**src/design/fifoCfgPkg.sv**
```systemverilog
// ----------------------------------------------------------------------
// Shared multi-FIFO sizing
// Constants that size the shared storage and the logical FIFOs
// ----------------------------------------------------------------------

package fifoCfgPkg;

  // Four logical FIFOs share one storage pool
  localparam int NumFifos = 4;
  // Entries in the shared data RAM and the pointer RAM
  localparam int Depth = 16;
  // Payload bits per entry
  localparam int Width = 8;

  // Derived widths, kept explicit so that every port lines up
  localparam int FifoIdWidth = 2;
  localparam int AddrWidth = 4;
  // Counts 0 to Depth inclusive
  localparam int CountWidth = 5;

endpackage : fifoCfgPkg
```
**src/design/fifoTypesPkg.sv**
```systemverilog
// ----------------------------------------------------------------------
// Shared multi-FIFO types
// Packed structs that carry push requests and RAM accesses
// ----------------------------------------------------------------------

package fifoTypesPkg;

  typedef logic [fifoCfgPkg::FifoIdWidth-1:0] fifoIdT;
  typedef logic [fifoCfgPkg::AddrWidth-1:0] entryT;
  typedef logic [fifoCfgPkg::Width-1:0] dataT;

  // One push, steered to the logical FIFO named by fifoId
  typedef struct packed {
    fifoIdT fifoId;
    dataT   data;
  } pushReqT;

  // Data RAM write, field order matches the generic RAM write port
  typedef struct packed {
    logic  valid;
    entryT addr;
    dataT  data;
  } dataWrT;

  // Link write, next is the entry that follows addr in its list
  typedef struct packed {
    logic  valid;
    entryT addr;
    entryT next;
  } ptrWrT;

  typedef struct packed {
    logic  valid;
    entryT addr;
  } ramRdT;

endpackage : fifoTypesPkg

```
**src/design/sharedRam.sv**
```systemverilog
// ----------------------------------------------------------------------
// Shared RAM
// One write port and one read port with a registered read
// ----------------------------------------------------------------------

module sharedRam #(
  parameter type payloadT = fifoTypesPkg::dataT,
  // Write port layout, bit compatible with dataWrT and ptrWrT
  localparam type ramWrT = struct packed {
    logic                valid;
    fifoTypesPkg::entryT addr;
    payloadT             payload;
  }
) (
  input  logic                clk,
  input  ramWrT               wr,
  input  fifoTypesPkg::ramRdT rd,
  output payloadT             rdData
);
  import fifoCfgPkg::*;

  payloadT mem [Depth];

  // A read and a write to the same entry on one edge return the old value
  always_ff @(posedge clk) begin
    if (wr.valid) begin
      mem[wr.addr] <= wr.payload;
    end
    if (rd.valid) begin
      rdData <= mem[rd.addr];
    end
  end

endmodule : sharedRam

```
**config.mk**
```make
export PLATFORM = sky130hd
export DESIGN_NAME = sharedRam
export DESIGN_NICKNAME = d
export VERILOG_FILES = /design/src/design/fifoCfgPkg.sv /design/src/design/fifoTypesPkg.sv /design/src/design/sharedRam.sv
export SDC_FILE = /design/constraint.sdc
export NUM_CORES = 1
export LEC_CHECK = 0
export BUFFER_PORTS_ARGS = -buffer_cell sky130_fd_sc_hd__buf_2
export CAP_MARGIN = 15
export CORE_MARGIN = 5
export CORE_UTILIZATION = 40
export CTS_BUF_LIST = sky130_fd_sc_hd__clkbuf_4 sky130_fd_sc_hd__clkbuf_8
export DETAILED_ROUTE_END_ITERATION = 10
export SLEW_MARGIN = 20
export SYNTH_ARGS = -nofsm -noshare
export SYNTH_HDL_FRONTEND = slang
export SYNTH_SLANG_ARGS = --single-unit
export TNS_END_PERCENT = 5
```
**constraint.sdc**
```tcl
create_clock -name clk -period 2.79 [get_ports clk]
set_clock_uncertainty 0.15 [all_clocks]
set_input_delay 0.6975 -clock clk [delete_from_list [all_inputs] [get_ports clk]]
set_output_delay 0.6975 -clock clk [all_outputs]
set_load 0.01 [all_outputs]
```
=== After elaboration in Yosys (flattened, before gate mapping) ===
Memory sizes are Yosys's and may differ from the RTL's. A register that Yosys moved wholly into a read port is not among the register bits.
Index checks and enable logic that the tools add are counted.

* Bits in registers: 0
* Memory bits (writable): 128
* Output and inout bits: 8
* Input port bits: 19
* Memories: 1

* Muxes and demuxes: 2

{| class="wikitable"
|+ Memories
! name !! depth !! width !! read ports !! clocked after memory_dff !! wr ports !! RTL line !! text
|-
| mem || 16 || 8 || 1 || 1 || 1 || sharedRam.sv:22 || <nowiki>payloadT mem [Depth];</nowiki>
|}

{| class="wikitable"
|+ Operator list
! cell !! count
|-
| two-way mux 1 bit || 2
|}

=== Longest topological paths before layout ===
Gate-level depths: netlist of the first run.

* Word-level depth: 2
* Depth in mapped cells: 5

=== Least setup slack after synthesis of the first run ===
Ideal clock, no wire load.

* Path kind: in2reg
* Start point: input port wr[10] (netlist bit)
* End point: memory mem[0][0] (netlist bit), enable pin
* Setup time: 0.383 ns
* Stages: 2
* Data arrival time: 1.807 ns
* Data required time: 2.257 ns
* Buffers on the path: 0
* Path slack: 0.450 ns
* Cell sequence: or3b_2 > nor3_1

{| class="wikitable"
|+ RTL lines
! item !! RTL line !! text
|-
| from (decl) || sharedRam.sv:16 || <nowiki>input ramWrT wr,</nowiki>
|-
| to (decl) || sharedRam.sv:22 ||
|}

Straight into the memory's write port.

==> summary.txt, run 1 <==
Global route
  – Largest net degree at the start of global routing: 19
  – Total grt overflow: 0
  – First-pass GRT wire length: 15.76 mm
  – GR Layer Usage met2: 20.58%
  – Met3 global-route usage: 4.674%
  – GR peak layer: met2
  – Vias in the first global route: 2587
  – GRT Resource Usage Total: 14.04%
  – Initial antenna violation count: 1
  – GR Util met1: 19.59%

Power
  – Worst vdd ir: 0.2594 mV
  – Pwr Density: 661.4 mW/mm^2
  – LEAKAGE: 2.028 nW

Drt
  – Drc violations: 0
  – Initial DRC count: 181
  – Antenna Nets Post-Route: 0
  – Drt first pass iters: 4
  – Vias: 2462
  – Routed wire per std cell: 21.52 um
  – Avg Vias per Cell: 5.227
  – Total wire length: 10.14 mm

Placement
  – Placed Instances: 439
  – Dpl ws: 0.2809 ns
  – DP Area: 0.005677 mm^2
  – Final HPWL DP: 6.689 mm
  – Number of I/O port buffers: 26
  – Placer Congestion: 0.7003

Synth
  – #FFs+latches synth: 136
  – Asr flop ratio synth: 0%
  – Post-synth net total: 248
  – Cell taking the most area after synthesis: edfxtp_1
  – Post-synth cell types: 18
  – Register area share after synthesis: 78.12%
  – Post-synth EDFFs: 136
  – Most common cell in the netlist: edfxtp_1
  – Post-Synthesis Cells: 229
  – Most instantiated cells after synthesis: 136 x edfxtp_1, 18 x mux4_2, 16 x a22oi_1
  – Yosys top cell area share: 78.12%
  – Synth Warn #: 0
  – Most common flop cell mapped by yosys: edfxtp_1
  – Synth Cell Area: 0.005228 mm^2
  – Avg Cell Area, Syn: 22.83 um^2
  – Leading post-synthesis cells by cell area: edfxtp_1 78%, mux4_2 7.8%, mux4_1 7.0%

Die
  – CORE AREA: 0.01272 mm^2
  – Die Width: 124.3 um
  – Die H: 124.3 um
  – Ports: 27
  – Die area: 0.01546 mm^2
  – Row count: 41
  – Initial core utilization: 41.09%

Worst setup path
  – Crit start category: input port
  – Element type at the critical path end: register
  – Data required, critical path: 2.80 ns
  – CP arrival: 2.06 ns
  – Crit path kind: input port to register
  – Crit-path max FO: 11

STA
  – Endpoints failing setup: 0
  – Fin Setup TNS: 0 ns
  – Fin crit period: 2.042 ns
  – Final Hold Vio Count: 0
  – Fin crit share: 73.19%
  – Unrepaired setup endpoints after global routing: false
  – Final Max Slew Viols: 0
  – Worst slew margin: 72.54%
  – Slew @ Worst Pin: 0.4120 ns
  – FMAX: 489.7 MHz
  – Final worst slack: 0.7479 ns

Layout
  – Fraction of layout cells with a size suffix above 1: 31.77%
  – Fin area: 0.006042 mm^2
  – Final antenna diode count: 0
  – Non-Filler Instances: 471
  – Nets: 305
  – Util after Layout: 47.49%
  – Number of fill cells: 1116
  – Area grow syn2layout: 15.58%

Clock tree
  – Clk slew on worst S/H paths: 0.07 ns
  – Post-CTS Hold Fix Bufs: 0
  – Clk buf depth: 2
  – Clock sink count: 136
  – CTS tree: done
  – CTS H-tree lvls: 4
  – PostCTS Resize Cnt: 0
  – Clk_lat worst skew: 0.42 ns
  – Num CTS Buffers: 17
  – # Post-CTS Setup Buffers: 0
  – CTS root buf: clkbuf_8

Worst hold path
  – Hold WC Path Type: input port to register

Run
  – Number of max-cap violations: 0

Status
  – Status: completed
-- worst paths after layout --
kind	end	slack, ns	depth (start not counted)	start
setup / recovery	rdData[0]	0.75	5	rd[0]
hold / removal	mem[12][1]	0.50	1	wr[1]
setup reg to reg	rdData[6]	1.11	3	mem[3][6]
hold reg to reg	rdData[5]	0.60	3	mem[8][5]
-- cell type report --
| class | count | area (um^2) | share of cell area [%] |
|---|---|---|---|
| flip-flops and latches | 136 | 4084 | 67.59 |
| clock buffers | 20 | 256.5 | 4.245 |
| clock inverters | 12 | 108.9 | 1.802 |
| repair buffers | 48 | 320.3 | 5.301 |
| well taps | 172 | 215.2 | 3.562 |
| multi-input cells | 83 | 1057 | 17.50 |
-- per-layer routing --
metal  routed length (um)  share of wire [%]
met5                   13               0.13
met4                  104                1.0
met3                  571                5.6
met2                 4875                 48
met1                 4572                 45
-- critical path: stages --
cell and delay, ns:
buf_2 0.19, buf_4 0.28, mux4_1 0.62, a22oi_1 0.19
nand2_1 0.07
-- placed cells by master, fill, tap and decap left out, types with 2 or more instances in the layout --
master     instances
nand2_1            9
a22oi_1           16
mux4_1            14
clkinv_1           4
edfxtp_1         136
clkbuf_8          17
buf_4             20
buf_2             26
nand3b_1           2
nor2_1            13
clkinv_2           5
bufinv_16          2
nor3_1             4
mux4_2            18
buf_12             2
clkbuf_4           3
nand2b_1           2
-- state kept, by name (all words and copies together) (netlist names) --
signal,count
mem,128
rdData,8
-- power breakdown --
part,switching [mW],internal (mW)
clock,0.665,0.803
combinational,0.123,0.0925
sequential,0.0113,2.30
-- cells by family after synthesis --
logic type,count (synthesis),synth area share [%]
muxes,32,14.79
DFF,136,78.12
and+or+nand+nor,35,3.136
buffers and inverters,10,1.651
AOI/OAI and AO/OA,16,2.298
-- per-stage QoR --
stage	hold slack (ns)	total power, mW
2_1_floorplan	0.5548	2.474
3_3_place_gp	0.5804	2.574
3_5_place_dp	0.5908	2.578
4_1_cts	0.4637	4.044
5_1_grt	0.4578	4.160
6_report	0.4952	3.996
(Power assumes the default switching activity.)
==> inputs of run 2 (changes only) <==
Settings changed: ABC_AREA set to 1.
Clock period 2.79 ns to 2.11 ns, I/O delays scaled along.
==> summary.txt, run 2 <==
Worst setup path
  – CP top delay family: flip-flops
  – Crit start category: register
  – Element type at the critical path end: primary output
  – Crit path largest cell delay: 0.43 ns (-0.19 ns)
  – Slowest-stage cell, CP: edfxtp_1
  – Worst path bufs/invs: 1 (-1)
  – Crit path kind: register to primary output
  – Data required, critical path: 1.43 ns (-1.37 ns)
  – Crit path cell chain: buf_2
  – WP depth: 1 (-4)
  – CP arrival: 1.03 ns (-1.03 ns)
  – R2R cell count: 6 (+3)
  – Crit-path max FO: 1 (-10)

STA
  – Fin crit share: 80.98%
  – Unrepaired setup endpoints after global routing: false
  – Final Hold Vio Count: 0 (unchanged)
  – Slew @ Worst Pin: 0.6196 ns (+0.2076 ns)
  – Fin Setup TNS: 0 ns (unchanged)
  – Hold WS: 0.3328 ns (-0.1624 ns)
  – FMAX: 585.2 MHz
  – Endpoints failing setup: 0 (unchanged)
  – Fin crit period: 1.709 ns
  – Worst slew margin: 58.64% (-14 points)
  – Final Max Slew Viols: 0 (unchanged)

Clock tree
  – CTS H-tree lvls: 4 (unchanged)
  – PostCTS Resize Cnt: 0 (unchanged)
  – Clk_lat worst skew: 0.43 ns (about the same)
  – Post-CTS Hold Fix Bufs: 0 (unchanged)
  – Num CTS Buffers: 17 (unchanged)
  – # Post-CTS Setup Buffers: 0 (unchanged)
  – Clk buf depth: 2 (unchanged)
  – CTS root buf: clkbuf_8
  – Clock sink count: 136 (unchanged)
  – Clk slew on worst S/H paths: 0.08 ns (about the same)
  – CTS tree: done

Placement
  – Placed Instances: 760 (+73%)
  – DP Area: 0.006238 mm^2 (+9.9%)
  – Placer Congestion: 0.9138 (+30%)
  – Final HPWL DP: 8.267 mm (+24%)
  – Number of I/O port buffers: 26 (unchanged)

Power
  – Worst vdd ir: 0.3219 mV (+24%)
  – Logic pwr share: 6.6% (+1.2 points)
  – Sw power: 1.199 mW (+50%)
  – Pwr Density: 834.8 mW/mm^2 (+26%)
  – LEAKAGE: 2.854 nW (+41%)
  – Clock power frac: 38.0% (+1.2 points)
  – Int Pwr: 4.333 mW (+36%)
  – Share of power burned in registers: 55.3% (-2.5 points)
  – Total power: 5.532 mW (+38%)
  – Sw frac: 21.68% (+1.7 points)

Synth
  – Post-synth net total: 570 (+130%)
  – Post-synth cell types: 11 (-7)
  – Most common flop cell mapped by yosys: edfxtp_1
  – Yosys top cell area share: 69.85% (-8.3 points)
  – Most instantiated cells after synthesis: 173 x nand2_1, 136 x edfxtp_1, 100 x inv_1
  – Avg Cell Area, Syn: 10.61 um^2 (-54%)
  – Most common cell in the netlist: nand2_1
  – Post-synth EDFFs: 136 (unchanged)
  – Asr flop ratio synth: 0% (unchanged)
  – Synth Warn #: 0 (unchanged)
  – Leading post-synthesis cells by cell area: edfxtp_1 70%, nand2_1 11%, nand3_1 8.3%
  – Register area share after synthesis: 69.85% (-8.3 points)
  – #FFs+latches synth: 136 (unchanged)
  – Cell taking the most area after synthesis: edfxtp_1
  – Synth Cell Area: 0.005847 mm^2 (+12%)
  – Post-Synthesis Cells: 551 (+140%)

Die
  – Die Width: 130.9 um (+5.3%)
  – Die H: 130.9 um (+5.3%)
  – Die area: 0.01713 mm^2 (+11%)
  – Row count: 44 (+7.3%)
  – CORE AREA: 0.01442 mm^2 (+13%)
  – Ports: 27 (unchanged)
  – Initial core utilization: 40.54% (-0.55 points)

Layout
  – Final antenna diode count: 0 (unchanged)
  – Top reg by flops: mem
  – Max FFs per register: 128 (unchanged)
  – Non-Filler Instances: 791 (+68%)
  – Nets: 614 (+100%)
  – Top Registers: mem: 128 flops, rdData: 8 flops
  – Area grow syn2layout: 13.33%
  – Fin area: 0.006626 mm^2 (+9.7%)
  – Most common cell after layout, fill and taps aside: nand2_1
  – Number of fill cells: 1355 (+21%)
  – Fraction of layout cells with a size suffix above 1: 13.01% (-19 points)
  – Most frequent cells in the layout: 173 x nand2_1, 136 x edfxtp_1, 100 x inv_1

Drt
  – Length of routed wiring on met1: 5.802 mm (+27%)
  – Vias: 3752 (+52%)
  – Avg Vias per Cell: 4.743 (-9.3%)
  – Total wire length: 12.88 mm (+27%)
  – Drc violations: 0 (unchanged)
  – Uppermost layer routed: met4
  – Metal2 WL: 5.966 mm (+22%)
  – Met3 wire length: 746 um (+31%)
  – Antenna Nets Post-Route: 0 (unchanged)
  – Routed wire per std cell: 16.28 um (-24%)
  – Initial DRC count: 434 (+140%)
  – Drt first pass iters: 6 (+2)

Global route
  – Largest net degree at the start of global routing: 33 (+14)
  – Initial antenna violation count: 0 (-1)
  – GRT Resource Usage Total: 16.27% (+2.2 points)
  – Total grt overflow: 0 (unchanged)
  – First-pass GRT wire length: 20.42 mm (+30%)
  – Vias in the first global route: 3669 (+42%)

Status
  – Status: completed

Run
  – Number of max-cap violations: 0 (unchanged)

Worst hold path
  – Hold WC Path Type: input port to register
  – Hold depth: 1 (unchanged)
[run 2: logic make-up after synthesis]
family                 share of synthesized area [%]
buffers and inverters                          9.394
flip-flops                                     69.85
AND/OR/NAND/NOR                                20.76
[run 2: path summary, 6_finish.rpt]
kind,from,endpoint,slack (ns)
hold reg to reg,mem[14][4],rdData[4],0.60
setup reg to reg,mem[13][7],rdData[7],0.80
hold / removal,rd[4],rdData[3],0.33
setup / recovery,rdData[1],rdData[1],0.40
[run 2: routing by layer]
metal | track usage (%) | up-vias
li1 | - | 1863
met1 | 22.10 | 1752
met2 | 24.98 | 114
met3 | 3.943 | 23
met4 | 7.139 | 0
met5 | 0 | -
[run 2: power groups by stage]
stage	clock (mW)	combinational [mW]	sequential, mW
2_1_floorplan	0	0.213	3.12
3_3_place_gp	0	0.367	3.12
3_5_place_dp	0	0.371	3.12
4_1_cts	2.14	0.372	3.06
5_1_grt	2.27	0.412	3.06
6_report	2.10	0.367	3.06
[run 2: area by class of cell]
type	count	area [um^2]	area share (%)
clock buffer	20	256.5	3.871
inverter	102	382.9	5.778
multi-input combinational	289	1214	18.32
clock inverter	11	131.4	1.983
timing repair buffer	49	327.8	4.947
sequential	136	4084	61.63
tap	184	230.2	3.474
[run 2: metrics by stage]
stage,setup slack [ns],utilization (%)
2_1_floorplan,0.4817,-
3_3_place_gp,0.1413,43.25
3_5_place_dp,0.1341,43.25
4_1_cts,0.3593,45.94
5_1_grt,0.3520,45.94
6_report,0.4013,45.94
