--- src/design/fifoCfgPkg.sv ---
// ----------------------------------------------------------------------
// Shared multi-FIFO sizing
// Constants that size the shared storage and the logical FIFOs
// ----------------------------------------------------------------------

package fifoCfgPkg;

  // Four logical FIFOs share one storage pool
  localparam int NumFifos = 4;
  // Entries in the shared data RAM and the pointer RAM
  localparam int Depth = 16;
  // Payload bits per entry
  localparam int Width = 8;

  // Derived widths, kept explicit so that every port lines up
  localparam int FifoIdWidth = 2;
  localparam int AddrWidth = 4;
  // Counts 0 to Depth inclusive
  localparam int CountWidth = 5;

endpackage : fifoCfgPkg
--- src/design/fifoTypesPkg.sv ---
// ----------------------------------------------------------------------
// Shared multi-FIFO types
// Packed structs that carry push requests and RAM accesses
// ----------------------------------------------------------------------

package fifoTypesPkg;

  typedef logic [fifoCfgPkg::FifoIdWidth-1:0] fifoIdT;
  typedef logic [fifoCfgPkg::AddrWidth-1:0] entryT;
  typedef logic [fifoCfgPkg::Width-1:0] dataT;

  // One push, steered to the logical FIFO named by fifoId
  typedef struct packed {
    fifoIdT fifoId;
    dataT   data;
  } pushReqT;

  // Data RAM write, field order matches the generic RAM write port
  typedef struct packed {
    logic  valid;
    entryT addr;
    dataT  data;
  } dataWrT;

  // Link write, next is the entry that follows addr in its list
  typedef struct packed {
    logic  valid;
    entryT addr;
    entryT next;
  } ptrWrT;

  typedef struct packed {
    logic  valid;
    entryT addr;
  } ramRdT;

endpackage : fifoTypesPkg

--- src/design/sharedFifoCtrl.sv ---
// ----------------------------------------------------------------------
// Shared multi-FIFO controller
// Freelist and push allocation around the list manager and pop stager
// ----------------------------------------------------------------------

module sharedFifoCtrl (
  input  logic                                           clk,
  input  logic                                           rst,
  input  logic                                           pushValid,
  output logic                                           pushReady,
  input  fifoTypesPkg::pushReqT                          pushReq,
  output logic                                           pushFull,
  output logic [fifoCfgPkg::NumFifos-1:0]                popValid,
  input  logic [fifoCfgPkg::NumFifos-1:0]                popReady,
  output fifoTypesPkg::dataT [fifoCfgPkg::NumFifos-1:0]  popData,
  output logic [fifoCfgPkg::NumFifos-1:0]                popEmpty,
  output fifoTypesPkg::dataWrT                           dataWr,
  output fifoTypesPkg::ptrWrT                            ptrWr,
  output fifoTypesPkg::ramRdT                            ptrRd,
  input  fifoTypesPkg::entryT                            ptrRdData,
  output fifoTypesPkg::ramRdT                            dataRd,
  input  fifoTypesPkg::dataT                             dataRdData,
  output logic [fifoCfgPkg::NumFifos-1:0]                arbRequest,
  input  logic [fifoCfgPkg::NumFifos-1:0]                arbGrant,
  output logic                                           arbEnablePriorityUpdate
);
  import fifoCfgPkg::*;
  import fifoTypesPkg::*;

  // Circular queue of free entry IDs, pointers wrap since Depth is 2**AddrWidth
  entryT freeList [Depth];
  entryT freeRdPtr;
  entryT freeWrPtr;
  logic [CountWidth-1:0] freeCount;
  logic pushAccept;
  entryT allocEntry;

  logic deallocValid;
  entryT deallocEntry;
  logic [NumFifos-1:0] headValid;
  logic [NumFifos-1:0] headReady;
  entryT [NumFifos-1:0] head;
  logic [NumFifos-1:0][CountWidth-1:0] fifoCount;

  assign pushReady = freeCount != '0;
  assign pushFull = ~pushReady;
  assign pushAccept = pushValid && pushReady;
  assign allocEntry = freeList[freeRdPtr];

  // Payload goes straight to the allocated entry on the accept edge
  assign dataWr.valid = pushAccept;
  assign dataWr.addr = allocEntry;
  assign dataWr.data = pushReq.data;

  always_ff @(posedge clk) begin
    if (rst) begin
      freeRdPtr <= '0;
      freeWrPtr <= '0;
      freeCount <= CountWidth'(Depth);
      // Every entry starts out free
      for (int i = 0; i < Depth; i++) begin
        freeList[i] <= AddrWidth'(i);
      end
    end else begin
      if (pushAccept) begin
        freeRdPtr <= freeRdPtr + 1'b1;
      end
      if (deallocValid) begin
        freeList[freeWrPtr] <= deallocEntry;
        freeWrPtr <= freeWrPtr + 1'b1;
      end
      freeCount <= freeCount - CountWidth'(pushAccept) + CountWidth'(deallocValid);
    end
  end

  linkedListMgr uListMgr (
    .clk,
    .rst,
    .allocValid(pushAccept),
    .allocFifo(pushReq.fifoId),
    .allocEntry,
    .headValid,
    .head,
    .headReady,
    .fifoCount,
    .ptrWr,
    .ptrRd,
    .ptrRdData
  );

  popStager uStager (
    .clk,
    .rst,
    .headValid,
    .head,
    .headReady,
    .fifoCount,
    .dataRd,
    .dataRdData,
    .popValid,
    .popReady,
    .popData,
    .popEmpty,
    .deallocValid,
    .deallocEntry,
    .arbRequest,
    .arbGrant,
    .arbEnablePriorityUpdate
  );

  // Returns from the pop side can never overfill the pool
  freeCountBoundA : assert property (@(posedge clk) disable iff (rst)
    freeCount <= CountWidth'(Depth));

  // A stalled push keeps its request until it is taken or withdrawn
  pushReqStableA : assert property (@(posedge clk) disable iff (rst)
    pushValid && !pushReady |=> !pushValid || $stable(pushReq));

endmodule : sharedFifoCtrl

--- src/design/popStager.sv ---
// ----------------------------------------------------------------------
// Pop stager
// One staging slot per FIFO, refilled from the data RAM via the arbiter
// ----------------------------------------------------------------------

module popStager (
  input  logic                                                        clk,
  input  logic                                                        rst,
  input  logic [fifoCfgPkg::NumFifos-1:0]                             headValid,
  input  fifoTypesPkg::entryT [fifoCfgPkg::NumFifos-1:0]              head,
  output logic [fifoCfgPkg::NumFifos-1:0]                             headReady,
  input  logic [fifoCfgPkg::NumFifos-1:0][fifoCfgPkg::CountWidth-1:0] fifoCount,
  output fifoTypesPkg::ramRdT                                         dataRd,
  input  fifoTypesPkg::dataT                                          dataRdData,
  output logic [fifoCfgPkg::NumFifos-1:0]                             popValid,
  input  logic [fifoCfgPkg::NumFifos-1:0]                             popReady,
  output fifoTypesPkg::dataT [fifoCfgPkg::NumFifos-1:0]               popData,
  output logic [fifoCfgPkg::NumFifos-1:0]                             popEmpty,
  output logic                                                        deallocValid,
  output fifoTypesPkg::entryT                                         deallocEntry,
  output logic [fifoCfgPkg::NumFifos-1:0]                             arbRequest,
  input  logic [fifoCfgPkg::NumFifos-1:0]                             arbGrant,
  output logic                                                        arbEnablePriorityUpdate
);
  import fifoCfgPkg::*;
  import fifoTypesPkg::*;

  logic [NumFifos-1:0] slotValid;
  // One-hot, marks the FIFO whose data RAM read lands this cycle
  logic [NumFifos-1:0] inFlight;
  dataT [NumFifos-1:0] slotData;
  fifoIdT grantFifo;

  always_comb begin
    grantFifo = '0;
    for (int f = 0; f < NumFifos; f++) begin
      if (arbGrant[f]) begin
        grantFifo = fifoIdT'(f);
      end
      popEmpty[f] = (fifoCount[f] == '0) && !inFlight[f] && !slotValid[f];
    end
  end

  // Only an empty slot with nothing on the way asks for a refill
  assign arbRequest = headValid & ~slotValid & ~inFlight;
  assign arbEnablePriorityUpdate = |arbGrant;
  assign headReady = arbGrant;

  // The grant edge reads the entry and frees it in the same cycle
  assign dataRd.valid = |arbGrant;
  assign dataRd.addr = head[grantFifo];
  assign deallocValid = |arbGrant;
  assign deallocEntry = head[grantFifo];

  assign popValid = slotValid;
  assign popData = slotData;

  always_ff @(posedge clk) begin
    if (rst) begin
      inFlight <= '0;
      slotValid <= '0;
    end else begin
      inFlight <= arbGrant;
      for (int f = 0; f < NumFifos; f++) begin
        if (inFlight[f]) begin
          slotValid[f] <= 1'b1;
        end else if (popReady[f]) begin
          slotValid[f] <= 1'b0;
        end
      end
    end
  end

  // Read data belongs to the FIFO granted one cycle earlier
  always_ff @(posedge clk) begin
    for (int f = 0; f < NumFifos; f++) begin
      if (inFlight[f]) begin
        slotData[f] <= dataRdData;
      end
    end
  end

  slotNoOverwriteA : assert property (@(posedge clk) disable iff (rst)
    (inFlight & slotValid) == '0);

endmodule : popStager

--- src/design/linkedListMgr.sv ---
// ----------------------------------------------------------------------
// Linked-list manager
// Head, tail and count per FIFO, plus link writes and next-pointer reads
// ----------------------------------------------------------------------

module linkedListMgr (
  input  logic                                                        clk,
  input  logic                                                        rst,
  input  logic                                                        allocValid,
  input  fifoTypesPkg::fifoIdT                                        allocFifo,
  input  fifoTypesPkg::entryT                                         allocEntry,
  output logic [fifoCfgPkg::NumFifos-1:0]                             headValid,
  output fifoTypesPkg::entryT [fifoCfgPkg::NumFifos-1:0]              head,
  input  logic [fifoCfgPkg::NumFifos-1:0]                             headReady,
  output logic [fifoCfgPkg::NumFifos-1:0][fifoCfgPkg::CountWidth-1:0] fifoCount,
  output fifoTypesPkg::ptrWrT                                         ptrWr,
  output fifoTypesPkg::ramRdT                                         ptrRd,
  input  fifoTypesPkg::entryT                                         ptrRdData
);
  import fifoCfgPkg::*;
  import fifoTypesPkg::*;

  entryT [NumFifos-1:0] tail;
  // Next-pointer read issued last cycle, data arrives this cycle
  logic [NumFifos-1:0] pending;
  logic [NumFifos-1:0] pushHit;
  logic [NumFifos-1:0] hasNext;
  fifoIdT readFifo;

  always_comb begin
    pushHit = '0;
    pushHit[allocFifo] = allocValid;
    readFifo = '0;
    for (int f = 0; f < NumFifos; f++) begin
      hasNext[f] = fifoCount[f] > CountWidth'(1);
      if (headReady[f]) begin
        readFifo = fifoIdT'(f);
      end
    end
  end

  // Link from the old tail, written on the accept edge
  assign ptrWr.valid = allocValid && (fifoCount[allocFifo] != '0);
  assign ptrWr.addr = tail[allocFifo];
  assign ptrWr.next = allocEntry;

  // A last item has no link to follow
  assign ptrRd.valid = |(headReady & hasNext);
  assign ptrRd.addr = head[readFifo];

  always_ff @(posedge clk) begin
    if (rst) begin
      headValid <= '0;
      pending <= '0;
      fifoCount <= '0;
    end else begin
      for (int f = 0; f < NumFifos; f++) begin
        fifoCount[f] <= fifoCount[f] + CountWidth'(pushHit[f]) - CountWidth'(headReady[f]);
        if (headReady[f]) begin
          // Last item leaving, a push in the same cycle becomes the head
          headValid[f] <= hasNext[f] ? 1'b0 : pushHit[f];
          pending[f] <= hasNext[f];
        end else if (pending[f]) begin
          headValid[f] <= 1'b1;
          pending[f] <= 1'b0;
        end else if (pushHit[f] && (fifoCount[f] == '0)) begin
          headValid[f] <= 1'b1;
        end
      end
    end
  end

  always_ff @(posedge clk) begin
    for (int f = 0; f < NumFifos; f++) begin
      if (pushHit[f]) begin
        tail[f] <= allocEntry;
      end
      if (pending[f]) begin
        head[f] <= ptrRdData;
      end else if (pushHit[f] && ((fifoCount[f] == '0) || (headReady[f] && !hasNext[f]))) begin
        head[f] <= allocEntry;
      end
    end
  end

  // The pop side only dequeues a head that this block has published
  headReadyLegalA : assert property (@(posedge clk) disable iff (rst)
    (headReady & ~headValid) == '0);

endmodule : linkedListMgr

--- config.mk ---
export PLATFORM = sky130hd
export DESIGN_NAME = sharedFifoCtrl
export DESIGN_NICKNAME = d
export VERILOG_FILES = /design/src/design/fifoCfgPkg.sv /design/src/design/fifoTypesPkg.sv /design/src/design/sharedFifoCtrl.sv /design/src/design/popStager.sv /design/src/design/linkedListMgr.sv
export SDC_FILE = /design/constraint.sdc
export NUM_CORES = 1
export LEC_CHECK = 0
export BUFFER_PORTS_ARGS = -buffer_cell sky130_fd_sc_hd__clkbuf_2
export CORE_MARGIN = 2
export CORE_UTILIZATION = 40
export CTS_CLUSTER_SIZE = 20
export DETAILED_ROUTE_END_ITERATION = 10
export GPL_TIMING_DRIVEN = 0
export SYNTH_ARGS = -nofsm -noshare
export SYNTH_HDL_FRONTEND = slang
export SYNTH_HIERARCHICAL = 1
export SYNTH_SLANG_ARGS = --single-unit
--- constraint.sdc ---
create_clock -name clk -period 3.35 [get_ports clk]
set_input_delay 0.67 -clock clk [delete_from_list [all_inputs] [get_ports clk]]
set_output_delay 0.67 -clock clk [all_outputs]
set_load 0.02 [all_outputs]
Word-level counts from Yosys, hierarchy flattened
Memories as Yosys holds them, arrays and structs flattened. A register that Yosys moved wholly into a read port is not among the register bits.
Cells that the tools add are included.
- bits in registers: 113
- RAM bits: 64
- bits of input ports: 33
- output and inout port bits: 79
- logic and storage cells: 180
- memories kept: 1
- add/subtract/negate cells: 12
- $lt $le $gt $ge: 7
- multiplexer cells: 53
- bitwise logic cells: 11
- reduce and logical (&&, ||, !) cells: 64
- memories (name ; words ; width ; rd ports ; clocked after Yosys merged registers in ; write ports ; RTL line ; text):
    freeList ; 16 ; 4 ; 1 ; 1 ; 16 ; sharedFifoCtrl.sv:31 ; entryT freeList [Depth];
- operator list (operator ; count):
    4-bit two-way mux ; 14
    1-bit two-way mux ; 32
    5-bit by 1-bit adder with 5-bit output ; 5
    5-bit by 1-bit subtractor with 5-bit output ; 5
    1-bit logical AND ; 23
    5-bit by 1-bit greater-than comparator with 1-bit output, second input constant ; 4
    5-bit logical NOT ; 4
    4-bit bitwise AND ; 4
    4-bit binary-select mux with 2-bit select ; 2
    2-bit nonzero test ; 8
    1-bit logical NOT ; 12
    3-bit nonzero test ; 4
    4-bit OR reduction ; 3
    5-bit binary-select mux with 2-bit select ; 1
    5-bit nonzero test ; 2
    4-bit by 1-bit adder with 4-bit output, second input constant ; 2
    4-bit inverter ; 2
    2-bit OR reduction ; 4
    2-bit by 3-bit < comparator with 1-bit output, second input constant ; 2
    5-bit two-way mux ; 1
    1-bit inverter ; 5
    1-bit logical OR ; 4
    2-bit two-way mux ; 2
    1-bit demux with 2-bit select ; 1
    2-bit by 1-bit greater-or-equal comparator with 1-bit output, second input constant ; 1

Logic depth before layout (Yosys ltp)
- depth in word-level cells: 9
- gate-level depth with buffers: 17
- depth with buffers taken out: 16

Modules after synthesis
The synthesis kept the hierarchy.
- modules (own cells, without submodules) (module ; times used ; cells an instance ; area an instance (um2) ; seq. area each (um2)):
    sharedFifoCtrl ; 1 ; 311 ; 3915.0 ; 2262.2
    linkedListMgr ; 1 ; 292 ; 3304.4 ; 1521.5
    popStager ; 1 ; 98 ; 1557.7 ; 1121.1

Worst setup path after synthesis
OpenSTA, ideal clock, no wires.
- path type: in2reg
- start point: input port arbGrant[1] (netlist name)
- end point: register freeCount[4]
- setup time: 0.117 ns
- arrival time: 3.053 ns
- required time: 3.233 ns
- slack: 0.180 ns
- stages: 13
- buffers on the path: 3
- path through: buf_2 -> or4_1 -> buf_4 -> buf_2 -> inv_1 -> ha_1 -> inv_1 -> ha_1 -> fa_1 -> a21oi_1 -> o21bai_1 -> xnor2_1 -> nand2b_1
- word-level cells in the longest chain between the ends: 2
- ends and longest elaborated chain (what ; RTL line ; text):
    start: declaration ; sharedFifoCtrl.sv:24 ; input logic [fifoCfgPkg::NumFifos-1:0] arbGrant,
    4-bit OR reduction ; -- ;
    named net arbEnablePriorityUpdate ; sharedFifoCtrl.sv:25 ; output logic arbEnablePriorityUpdate
    5-bit by 1-bit adder with 5-bit output ; sharedFifoCtrl.sv:72 ; freeCount <= freeCount - CountWidth'(pushAccept) + CountWidth'(deallocValid);
    end signal: assignment ; sharedFifoCtrl.sv:59 ; freeCount <= CountWidth'(Depth);
    end signal: assignment ; sharedFifoCtrl.sv:72 ;
    end: declaration ; sharedFifoCtrl.sv:34 ; logic [CountWidth-1:0] freeCount;
The timed path passes the listed nets, and every way through them passes these cells.
A chain may end at the register's enable or synchronous reset.

==> impl_metrics.ini <==
[timing]
skew_ns = 0.00943
worstMarginPinSlew_ns = 0.874
hold_viol_final = 0
setup_tns_ns = 0
finalCritPeriodShare_pct = 95.5
setup_violations = 0
drv_slew = 0
rsz0062_at_grt = true
finalWorstSetupSlack_ns = 0.150
max_freq_mhz = 313
fin_crit_ns = 3.20
max-slew-margin-rel_pct = 41.1

[clock_tree]
htreeDepth = 4
clkLatencyLatePin_ns = 0.43
cts_tree = built
cts_buffer_depth = 2
cts-root-buf = clkbuf_16
hold_buffers = 0
clock-sinks = 181
clkTransAtPathRegs_ns = 0.07
cts_made_buffers = 17

[synth]
syn-num-nets = 782
muxShareOfSynthArea_pct = 8.90
ys.flop_type = edfxtp_1
async_reset_ff_share_pct = 0
synth_cells = 701
synth-xor-area-share_pct = 2.08
synth_enable_flop_cells = 128
synth_top_family_by_area = simple AND/OR/NAND/NOR gates
ys_ff_latch = 181
syn_avg_cell_area_um2 = 12.5
yosys.cell_types.count = 61
yosys.area_share.simple_pct = 15.0
synthAdderAreaFrac_pct = 7.27
syn-cell-area_um2 = 8780
synth_compound_area_share_pct = 4.83
ys_seq_area_share_pct = 55.9
ys_warn_count = 6

[layout]
multi_input_area_um2 = 3360
num_antenna_cells = 0
seq_area_um2 = 4900
drive_gt1_share_pct = 27.7
area_growth_pct = 17.4
final_area_um2 = 10300
fin_nets = 905
fill_cells = 1990

[placed_design]
gp_congestion = 0.823
dp_hpwl_mm = 14.5
place_ws_ns = -0.0730
place_area_um2 = 9630
portBuffers = 101

[worst_setup_path]
arrival_ns = 2.53
cp_slowest_stage_delay_ns = 0.52
worst_setup_path_start_kind = flop
path_class = reg2out
cp_data_required_time_ns = 2.68
path_max_fanout = 10
r2r-start = freeCount[2]
cp_cell_sequence = clkbuf_4 > mux4_2 > a22oi_1 > nand3_2 > buf_4 > clkbuf_2
end_kind = primary output
critPathSlowestCell = dfxtp_1

[detailed_routing]
finalWirelength_mm = 19.6
ant_nets = 0
vias = 5582
initialDrtViolationCount = 321
post_drt_via_cell_ratio = 5.00
drc = 0
first_pass_iters = 5
post_drt_wl_per_cell_um = 17.5

[floorplanning]
core_um2 = 21700
std_cell_rows = 54
die_width_um = 152
initial_core_util_pct = 40.5
die_area_um2 = 23100
die_h_um = 152
ios = 112

[power]
leakagePower_nw = 4.02
powerDensity_nw_per_um2 = 693
ir_worst_vdd_v = 0.000324

[grt]
grt_max_degree = 18
gr-total-overflow = 0
antenna_found_initial = 0
grt_pass1_wl_mm = 31.3
grt_pass1_vias = 5662
track_usage_pct = 17.5

[run_status]
status = finished, final reports clean

[hold_path]
hold_start = dataRdData[2]
hold_class = in2reg

[job]
maxCapViolCount = 0
==> synth_stat cells (5+ instances only) <==
master    number  share of area [%]
a21oi_1       22                1.3
and2_1         6               0.43
buf_2          9               0.51
buf_4         24                2.1
clkbuf_1      11               0.47
dfxtp_1       53                 12
edfxtp_1     128                 44
fa_1           5                1.1
ha_1          43                6.1
inv_1         53                2.3
mux2_2        16                2.1
mux2i_1        9                1.0
mux4_1        16                4.8
nand2_1       43                1.8
nand2b_1      15                1.1
nand3_1       14               0.80
nand4_1        7               0.50
nor2_1        54                2.3
nor2b_1       20                1.4
nor3_1        26                1.5
nor3b_1        8               0.68
o21ai_0       10               0.57
o21bai_1       6               0.51
or2_2         11               0.78
xnor2_1       11                1.1
xor2_1         8               0.80
==> cells in the final DEF, fill, tap and decap left out, types with 16 or more instances in the layout <==
cell       netlist  routed
inv_1           53      52
nor2b_1         20      20
ha_1            43      43
clkbuf_16        0      17
mux2_2          16      16
nor3_1          26      26
dfxtp_1         53      53
edfxtp_1       128     128
nand2_1         43      43
mux4_1          16      16
clkbuf_2         0     101
buf_4           24      28
nor2_1          54      54
a21oi_1         22      22
==> sequential cells by signal (all words and copies together) (netlist names), named ones only <==
register,count
uStager/popData,32
uListMgr/pending,4
freeRdPtr,4
uStager/inFlight,4
freeList,64
uListMgr/tail,16
uStager/popValid,4
uListMgr/fifoCount,20
uListMgr/headValid,4
uListMgr/head,16
freeWrPtr,4
freeCount,5
==> worst max-delay path: cells and delay by family, from the launching register on <==
| family | cells | cell delay (ns) |
|---|---|---|
| buffers and inverters | 3 | 0.69 |
| DFF | 1 | 0.52 |
| muxes | 1 | 0.35 |
| and+or+nand+nor | 1 | 0.28 |
| AOI/OAI and AO/OA | 1 | 0.26 |
==> timing repair <==
action	4_1_cts	5_1_grt
gates cloned	0	0
endpoints found under the setup margin	7	6
gates resized for setup	2	5
pin swaps	0	2
buffers inserted	1	3
==> routing by layer <==
metal	GRT usage (%)	wire length [um]	vias up
met5	0	0	-
met4	5.03	254	0
met3	3.27	817	21
met2	30.8	10000	134
met1	22.0	8440	2699
li1	-	-	2728
==> final cells by class <==
class	instances	area share (%)
sequential	181	47.6
multi-input combinational	414	32.6
timing repair buffer	105	5.20
clock buffer	18	4.16
tap	280	3.40
buffer	49	3.10
inverter	56	2.08
clock inverter	14	1.85
==> final timing paths <==
check | end | depth (start not counted) | slack, ns
max reg2reg | uListMgr/fifoCount[9] | 17 | 0.19
max | ptrWr[1] | 6 | 0.15
min reg2reg | freeRdPtr[1] | 2 | 0.50
min | uStager/popData[26] | 1 | 0.47
==> logic make-up (layout without fill, tap and decap cells) <==
family,count (synthesis),after routing
AO/OA/AOI/OAI,61,61
XOR/XNOR,20,20
adder cells (fa/ha/maj),48,48
buffers and inverters,106,242
flip-flops,181,181
multiplexers,45,45
AND/OR/NAND/NOR,240,240
==> metrics by stage <==
step                utilization [%]  total power [mW]  hold WS, ns  cells
floorplan                         -              4.48        0.463    701
global placement               44.4              5.03        0.492   1082
detailed placement             44.4              5.06        0.499   1082
CTS                            47.3              7.20        0.443   1114
global route                   47.5              7.56        0.455   1117
finish                         47.5              7.14        0.466   1117
==> power breakdown <==
part	switching (mW)	leakage, nW	internal (mW)
registers	0.212	1.59	2.71
logic	1.17	2.13	0.924
clock network	0.921	0.293	1.20
total	2.30	4.02	4.84
Power figures use the tool's default switching activity.
